===== src/logic/bp_defs.svh =====
// ~~~~~~~~~~~~~~~~~~~~~~~~~~~~~~~~~~~~~~~~~~~~~~~~~~
// Branch predictor sizing and tuning constants
// Table geometry, counter levels and field widths
// ~~~~~~~~~~~~~~~~~~~~~~~~~~~~~~~~~~~~~~~~~~~~~~~~~~

`ifndef BP_DEFS_SVH
`define BP_DEFS_SVH

// Counter table geometry
`define BP_ENTRIES       16
`define BP_INDEX_WIDTH   4

// Counter levels, 0 and 1 not taken, 2 and 3 taken
`define BP_LEVELS        4
`define BP_COUNT_WIDTH   2
// Weakly not taken
`define BP_RESET_LEVEL   1

`define BP_PC_WIDTH      16
`define BP_RAND_WIDTH    8
// Saturating step when random byte below this, i.e. 64/256
`define BP_SAT_THRESHOLD 64

`endif


===== src/logic/bp_pkg.sv =====
// ~~~~~~~~~~~~~~~~~~~~~~~~~~~~~~~~~~~~~~~~~~~~~~~~~~
// Branch predictor shared types
// Address, index, counter level, random byte, opcode
// ~~~~~~~~~~~~~~~~~~~~~~~~~~~~~~~~~~~~~~~~~~~~~~~~~~

`include "bp_defs.svh"

`default_nettype none

package bp_pkg;

  // Branch address as sent by the host
  typedef logic [`BP_PC_WIDTH-1:0] pc_t;

  // Table index after hashing
  typedef logic [`BP_INDEX_WIDTH-1:0] index_t;

  // Counter level, upper bit is the direction
  typedef logic [`BP_COUNT_WIDTH-1:0] count_t;

  // Random byte from the LFSR
  typedef logic [`BP_RAND_WIDTH-1:0] rand_t;

  // Request type
  typedef enum logic {
    OP_PREDICT = 1'b0,
    OP_TRAIN   = 1'b1
  } op_t;

endpackage

`default_nettype wire


===== src/logic/probabilistic_saturating_counter.sv =====
// ~~~~~~~~~~~~~~~~~~~~~~~~~~~~~~~~~~~~~~~~~~~~~~~~~~
// Probabilistic saturating counter
// Up/down counter whose steps into either extreme
// level only happen on a low random byte
// ~~~~~~~~~~~~~~~~~~~~~~~~~~~~~~~~~~~~~~~~~~~~~~~~~~

`default_nettype none

module probabilistic_saturating_counter #(
  parameter int LEVELS      = 4,
  parameter int RESET_LEVEL = 1,
  parameter int THRESHOLD   = 64
) (
  input  wire              clock,
  input  wire              resetn,
  input  wire              increment,
  input  wire              decrement,
  input  bp_pkg::rand_t    random,
  output bp_pkg::count_t   count
);

  // Level markers
  localparam bp_pkg::count_t LEVEL_MIN      = '0;
  localparam bp_pkg::count_t LEVEL_MIN_NEXT = bp_pkg::count_t'(1);
  localparam bp_pkg::count_t LEVEL_MAX      = bp_pkg::count_t'(LEVELS - 1);
  localparam bp_pkg::count_t LEVEL_MAX_PREV = bp_pkg::count_t'(LEVELS - 2);

  logic at_min;
  logic at_max;
  logic near_min;
  logic near_max;
  logic saturate_ok;

  assign at_min   = (count == LEVEL_MIN);
  assign at_max   = (count == LEVEL_MAX);
  assign near_min = (count == LEVEL_MIN_NEXT);
  assign near_max = (count == LEVEL_MAX_PREV);

  // Random draw allowing a step into an extreme
  assign saturate_ok = (random < THRESHOLD);

  always_ff @(posedge clock or negedge resetn) begin
    if (!resetn) begin
      count <= bp_pkg::count_t'(RESET_LEVEL);
    end else if (increment) begin
      // Increment wins over decrement
      // Middle steps are unconditional
      if (!at_max && (!near_max || saturate_ok)) begin
        count <= count + 1'b1;
      end
    end else if (decrement) begin
      if (!at_min && (!near_min || saturate_ok)) begin
        count <= count - 1'b1;
      end
    end
  end

endmodule

`default_nettype wire


===== src/logic/lfsr_random_source.sv =====
// ~~~~~~~~~~~~~~~~~~~~~~~~~~~~~~~~~~~~~~~~~~~~~~~~~~
// Free-running random source
// 16-bit Galois LFSR, low byte used as random number
// ~~~~~~~~~~~~~~~~~~~~~~~~~~~~~~~~~~~~~~~~~~~~~~~~~~

`default_nettype none

module lfsr_random_source (
  input  wire            clock,
  input  wire            resetn,
  output bp_pkg::rand_t  random
);

  // Taps 16, 14, 13, 11 as a right-shifting Galois mask
  localparam logic [15:0] TAP_MASK = 16'hB400;
  // Any non-zero value works, all-zero would lock up
  localparam logic [15:0] SEED     = 16'hACE1;

  logic [15:0] state;
  logic [15:0] state_next;

  // Shift right, fold the outgoing bit into the taps
  always_comb begin
    state_next = {1'b0, state[15:1]};
    if (state[0]) begin
      state_next = state_next ^ TAP_MASK;
    end
  end

  // Advances on every cycle regardless of traffic
  always_ff @(posedge clock or negedge resetn) begin
    if (!resetn) begin
      state <= SEED;
    end else begin
      state <= state_next;
    end
  end

  // Low byte to the counters
  assign random = state[7:0];

endmodule

`default_nettype wire


===== src/logic/predictor_index_stage.sv =====
// ~~~~~~~~~~~~~~~~~~~~~~~~~~~~~~~~~~~~~~~~~~~~~~~~~~
// Predictor index stage
// Four-phase req/ack front end, request register
// and address hash to a table index
// ~~~~~~~~~~~~~~~~~~~~~~~~~~~~~~~~~~~~~~~~~~~~~~~~~~

`include "bp_defs.svh"

`default_nettype none

module predictor_index_stage (
  input  wire             clock,
  input  wire             resetn,
  input  wire             req,
  input  bp_pkg::op_t     op,
  input  bp_pkg::pc_t     pc,
  input  wire             outcome,
  output logic            ack,
  output logic            s1_valid,
  output bp_pkg::op_t     s1_op,
  output bp_pkg::index_t  s1_index,
  output logic            s1_outcome
);

  // Low slice skips the two word-alignment bits
  localparam int LO_BASE = 2;
  // Next slice up is folded in
  localparam int HI_BASE = LO_BASE + `BP_INDEX_WIDTH;

  logic           accept;
  bp_pkg::index_t hashed_index;

  // New request: req high, previous handshake fully closed
  assign accept = req && !ack;

  // Bits 5:2 xor bits 9:6
  assign hashed_index = pc[LO_BASE +: `BP_INDEX_WIDTH] ^ pc[HI_BASE +: `BP_INDEX_WIDTH];

  // Handshake state
  always_ff @(posedge clock or negedge resetn) begin
    if (!resetn) begin
      ack <= 1'b0;
    end else if (accept) begin
      // Phase 2, acknowledge at capture
      ack <= 1'b1;
    end else if (ack && !req) begin
      // Phase 4, release once host has dropped req
      ack <= 1'b0;
    end
  end

  // One pulse per accepted request
  always_ff @(posedge clock or negedge resetn) begin
    if (!resetn) begin
      s1_valid <= 1'b0;
    end else begin
      s1_valid <= accept;
    end
  end

  // Request register, loaded on the capture edge only
  // Fields stay put until the next request
  always_ff @(posedge clock) begin
    if (accept) begin
      s1_op      <= op;
      s1_index   <= hashed_index;
      s1_outcome <= outcome;
    end
  end

endmodule

`default_nettype wire


===== src/logic/counter_table_stage.sv =====
// ~~~~~~~~~~~~~~~~~~~~~~~~~~~~~~~~~~~~~~~~~~~~~~~~~~
// Counter table stage
// 16 probabilistic counters, training and prediction
// ~~~~~~~~~~~~~~~~~~~~~~~~~~~~~~~~~~~~~~~~~~~~~~~~~~

`include "bp_defs.svh"

`default_nettype none

module counter_table_stage (
  input  wire             clock,
  input  wire             resetn,
  input  wire             s1_valid,
  input  bp_pkg::op_t     s1_op,
  input  bp_pkg::index_t  s1_index,
  input  wire             s1_outcome,
  input  bp_pkg::rand_t   random,
  output logic            resp_valid,
  output logic            resp_taken,
  output bp_pkg::count_t  resp_count
);

  logic is_train;
  logic is_predict;

  // Per-entry strobes and levels
  logic [`BP_ENTRIES-1:0] increment;
  logic [`BP_ENTRIES-1:0] decrement;
  bp_pkg::count_t         levels [`BP_ENTRIES];

  // Addressed level, read straight off the table
  bp_pkg::count_t         read_level;

  // Item type qualified by the stage valid
  assign is_train   = s1_valid && (s1_op == bp_pkg::OP_TRAIN);
  assign is_predict = s1_valid && (s1_op == bp_pkg::OP_PREDICT);

  genvar i;
  generate
    for (i = 0; i < `BP_ENTRIES; i++) begin : g_entry
      logic selected;

      assign selected = (s1_index == bp_pkg::index_t'(i));

      // Taken trains up, not taken trains down, only the addressed entry
      assign increment[i] = is_train && selected && s1_outcome;
      assign decrement[i] = is_train && selected && !s1_outcome;

      probabilistic_saturating_counter #(
        .LEVELS      (`BP_LEVELS),
        .RESET_LEVEL (`BP_RESET_LEVEL),
        .THRESHOLD   (`BP_SAT_THRESHOLD)
      ) u_counter (
        .clock     (clock),
        .resetn    (resetn),
        .increment (increment[i]),
        .decrement (decrement[i]),
        .random    (random),
        .count     (levels[i])
      );
    end
  endgenerate

  // Level before this edge's update
  // A training item never shares the cycle with a prediction
  assign read_level = levels[s1_index];

  // Response strobe, one cycle per prediction
  always_ff @(posedge clock or negedge resetn) begin
    if (!resetn) begin
      resp_valid <= 1'b0;
    end else begin
      resp_valid <= is_predict;
    end
  end

  // Response payload, held between predictions
  always_ff @(posedge clock) begin
    if (is_predict) begin
      resp_count <= read_level;
      // Upper bit set means level 2 or 3, taken
      resp_taken <= read_level[`BP_COUNT_WIDTH-1];
    end
  end

endmodule

`default_nettype wire


===== src/logic/branch_predictor_top.sv =====
// ~~~~~~~~~~~~~~~~~~~~~~~~~~~~~~~~~~~~~~~~~~~~~~~~~~
// Branch direction predictor, top level
// LFSR, index stage and counter table stage
// ~~~~~~~~~~~~~~~~~~~~~~~~~~~~~~~~~~~~~~~~~~~~~~~~~~

`default_nettype none

module branch_predictor_top (
  input  wire             clock,
  input  wire             resetn,
  input  wire             req,
  input  bp_pkg::op_t     op,
  input  bp_pkg::pc_t     pc,
  input  wire             outcome,
  output logic            ack,
  output logic            resp_valid,
  output logic            resp_taken,
  output bp_pkg::count_t  resp_count
);

  // Stage one to stage two
  logic           s1_valid;
  bp_pkg::op_t    s1_op;
  bp_pkg::index_t s1_index;
  logic           s1_outcome;

  // Random byte, new every cycle
  bp_pkg::rand_t  random;

  lfsr_random_source u_lfsr (
    .clock  (clock),
    .resetn (resetn),
    .random (random)
  );

  // Host handshake and hashing
  predictor_index_stage u_index_stage (
    .clock      (clock),
    .resetn     (resetn),
    .req        (req),
    .op         (op),
    .pc         (pc),
    .outcome    (outcome),
    .ack        (ack),
    .s1_valid   (s1_valid),
    .s1_op      (s1_op),
    .s1_index   (s1_index),
    .s1_outcome (s1_outcome)
  );

  // Counters, training and response
  counter_table_stage u_table_stage (
    .clock      (clock),
    .resetn     (resetn),
    .s1_valid   (s1_valid),
    .s1_op      (s1_op),
    .s1_index   (s1_index),
    .s1_outcome (s1_outcome),
    .random     (random),
    .resp_valid (resp_valid),
    .resp_taken (resp_taken),
    .resp_count (resp_count)
  );

endmodule

`default_nettype wire


===== config.mk =====
export PLATFORM = sky130hd
export DESIGN_NAME = branch_predictor_top
export DESIGN_NICKNAME = d
export VERILOG_FILES = /design/src/logic/bp_pkg.sv /design/src/logic/probabilistic_saturating_counter.sv /design/src/logic/lfsr_random_source.sv /design/src/logic/predictor_index_stage.sv /design/src/logic/counter_table_stage.sv /design/src/logic/branch_predictor_top.sv
export VERILOG_INCLUDE_DIRS = /design/src /design/src/logic
export SDC_FILE = /design/constraint.sdc
export NUM_CORES = 1
export LEC_CHECK = 0
export ABC_CLOCK_PERIOD_IN_PS = 3600
export BUFFER_PORTS_ARGS = -buffer_cell sky130_fd_sc_hd__buf_2
export CAP_MARGIN = 20
export CORE_MARGIN = 10
export CORE_UTILIZATION = 58
export CTS_CLUSTER_DIAMETER = 80
export DETAILED_ROUTE_END_ITERATION = 10
export PLACE_DENSITY_LB_ADDON = 0.08
export SETUP_SLACK_MARGIN = 0.5
export SYNTH_ARGS = -nofsm -noshare
export SYNTH_HDL_FRONTEND = slang
export SYNTH_SLANG_ARGS = --single-unit

===== constraint.sdc =====
create_clock -name clock -period 3.6 [get_ports clock]
set_input_delay 0.72 -clock clock [delete_from_list [all_inputs] [get_ports clock]]
set_output_delay 0.72 -clock clock [all_outputs]
set_load 0.02 [all_outputs]

==> impl_results.md <==
* DRT Wirelength at ~7400 um
* Final setup violation count at 0
* Reg clk slew, reported paths at approximately 0.070 ns
* Initial drt markers at between 100 and 150
* Most flops, register: u_table_stage.g_entry.u_counter.count
* Clock share of power at 21.0%
* Root Driver: clkbuf_8
* Finished Layout Cells at 422
* Sinks on Clock Net at 59
* Final Util at 67.0%
* Synth Instances at 319
* DR WL/cell at 17.5 um
* Place WS at 1.37 ns
* Fill cell count at 495
* Internal Power at 1840 uW
* Initial core utilization at 60.7%
* Critical path fanouts, max at 24
* Rows at 29
* Worst Tran Pin Value at 1.03 ns
* CP startpoint kind: flop
* Largest registers: u_table_stage.g_entry.u_counter.count (32), u_lfsr.state (16), u_index_stage.s1_index (4)
* Hold Fails Final Rpt at 0
* Maxcap violations at 0
* Cts hold-fix bufs at 0
* Post-Route Skew at approximately 0.0057 ns
* Remaining DRCs at 0
* Syn_nets at 405
* Post-synthesis cell area at 0.00390 mm^2
* Die width at 102 um
* DR vias at 2385
* Syn avg cell area at 12.2 um^2
* Worst-Skew Late Latency at 0.34 ns
* DR vias/cell at 5.65
* CP Capture Type: flop
* Global placement routability congestion at slightly below 0.8
* Final net count at 426
* Outcome: finished, final reports clean
* Setup TNS at 0 ns
* Comb pwr share at 38.4%
* Inserted Clock Buffers at 9
* Initial antenna violation count at 0
* Count of cell types in the netlist at 34
* Ys async rst share at 86.4%
* Fin crit share at 62.9%
* Critical path arrival at 2.49 ns
* Post-CTS setup buffer count at 0
* Sequential share of the synthesized area at about 40%
* Synth Flop Type: dfrtp_1
* RSZ-0062 raised after global routing: false
* Cell leakage power at 0.00197 uW
* Peak supply drop at 0.000344 V
* Sequential power share at 40.6%
* Area of the die at 0.0104 mm^2
* Max Buffers Root-to-Sink at 2
* PnR worst setup slack at 1.34 ns
* Ant diodes at 0
* Critical Path RT at 3.82 ns
* Period minus WS final at between 2 and 2.5 ns
* Area growth syn-to-layout at 10.4%
* CORE AREA at ~0.0064 mm^2
* P_sw at ~1100 uW
* Pre-antenna DRT Iters at 6
* Tot GR Track Use at 15.6%
* Relative slew slack at about a third
* Fin. max-slew vios at 0
* Post-synth EDFFs at 8
* Remaining global-route overflow at 0
* Setup CP Type: reg2reg
* Pin count of the biggest net entering global routing at 50
* Global-route wire length before repair at 12700 um
* Post-CTS Resized at 0
* Pwr dens at about 700 mW/mm^2
* H-tree depth at 3
* Cells after DPL at 405
* Area after DPL at 0.00407 mm^2
* Die height at ~100 um
* Synthesis-stage register bit count at 59
* CTS tree: yes
* Design Area, Final at 0.00430 mm^2
* Hold crit path type: in2async
* IO buf count at 17
* Max reg flops at 32
* Layout cells sized above 1 at a little under a quarter
* IO Count at 26
* Post-route ant nets at 0
* Yosys warns at 0
* Switching Share at a little under 40%
* DP HPWL at 5130 um
* Vias in the first global route at 2476
* Max frequency at 442 MHz
-- layout make-up --
class / count / area (um^2) / share of cell area, %
multi-input combinational: 214 / 2160 / 50.2
timing repair buffer: 23 / 163 / 3.78
tap: 77 / 96.3 / 2.24
inverter: 33 / 124 / 2.88
clock inverter: 5 / 41.3 / 0.960
sequential: 59 / 1550 / 35.9
clock buffer: 11 / 174 / 4.04
-- Yosys cell counts, drive strengths merged, types with 2 or more instances --
master   count  area (um^2)
a211oi      14          135
nand3b       8         60.1
nand2b      10         62.6
a22oi        2         15.0
clkbuf       4         15.0
edfxtp       8          240
nand3        4         20.0
a21oi        8         40.0
dfrtp       27          676
o21ai        8         40.0
a2111oi      2         55.1
xor2        23          201
nor2b        3         18.8
buf          9         53.8
o2111a       2         22.5
nand2        4         15.0
a211o        8         70.1
xnor2       16          140
mux2i       16          160
mux4         8          180
o211a        6         60.1
inv         33          124
dfstp       24          631
ha          65          813
-- per-stage QoR --
step	hold slack, ns	power, uW
3_3_place_gp	0.334	2300
2_1_floorplan	0.331	2070
5_1_grt	0.352	3260
4_1_cts	0.348	3020
3_5_place_dp	0.335	2380
6_report	0.330	2980
-- final timing paths --
| kind | from | to | slack, ns | depth (start not counted) |
|---|---|---|---|---|
| hold reg to reg | u_lfsr.state[4] | u_lfsr.state[3] | 0.35 | 0 |
| hold / removal | resetn | u_lfsr.state[12] | 0.33 | 1 |
| min in group clock | u_lfsr.state[4] | u_lfsr.state[3] | 0.35 | 0 |
| setup / recovery | u_lfsr.state[7] | u_table_stage.g_entry[13].u_counter.count[1] | 1.34 | 4 |
| max in group asynchronous | resetn | u_table_stage.g_entry[8].u_counter.count[0] | 2.54 | 3 |
| setup reg to reg | u_lfsr.state[7] | u_table_stage.g_entry[13].u_counter.count[1] | 1.34 | 4 |
-- power by group through the flow --
stage,Clock [uW],Sequential [uW],Combinational (uW)
CTS,644,1210,1160
global placement,0,1220,1080
finish,627,1210,1150
global route,674,1250,1340
detailed placement,0,1220,1160
floorplan,0,1120,949
-- metal layers --
layer / track usage [%] / part of all wire, %
met5: 0 / 0
met4: 4.88 / 0.79
met3: 3.58 / 2.9
met2: 25.6 / 50
met1: 20.0 / 47
-- critical path, stage by stage, from the launching register on --
cell and delay (ns):
dfstp_2 0.68, or2_1 0.83, a211oi_1 0.19, o2111a_1 0.33, mux2i_1 0.13
-- cells by family (layout without fill, tap and decap cells) --
| family | Yosys count | count (layout) | synth area share (%) |
|---|---|---|---|
| flip-flops | 59 | 59 | 39.7 |
| adder cells (fa/ha/maj) | 65 | 65 | 20.9 |
| multiplexers | 25 | 25 | 9.02 |
| AO/OA/AOI/OAI | 50 | 50 | 11.2 |
| AND/OR/NAND/NOR | 35 | 35 | 5.49 |
| buffers and inverters | 46 | 72 | 4.94 |
| XOR/XNOR | 39 | 39 | 8.76 |
-- layout by cell type (no fill, tap or decap), types with 8 or more instances in the layout --
master,instances
dfrtp_1,27
nand2b_1,10
xor2_1,23
buf_2,17
a211oi_1,8
edfxtp_1,8
ha_1,65
mux4_2,8
o21ai_0,8
a211o_1,8
inv_1,33
xnor2_1,16
clkbuf_8,9
nand3b_1,8
dfstp_2,24
a21oi_1,8
mux2i_1,16
Power figures use the tool's default switching activity.
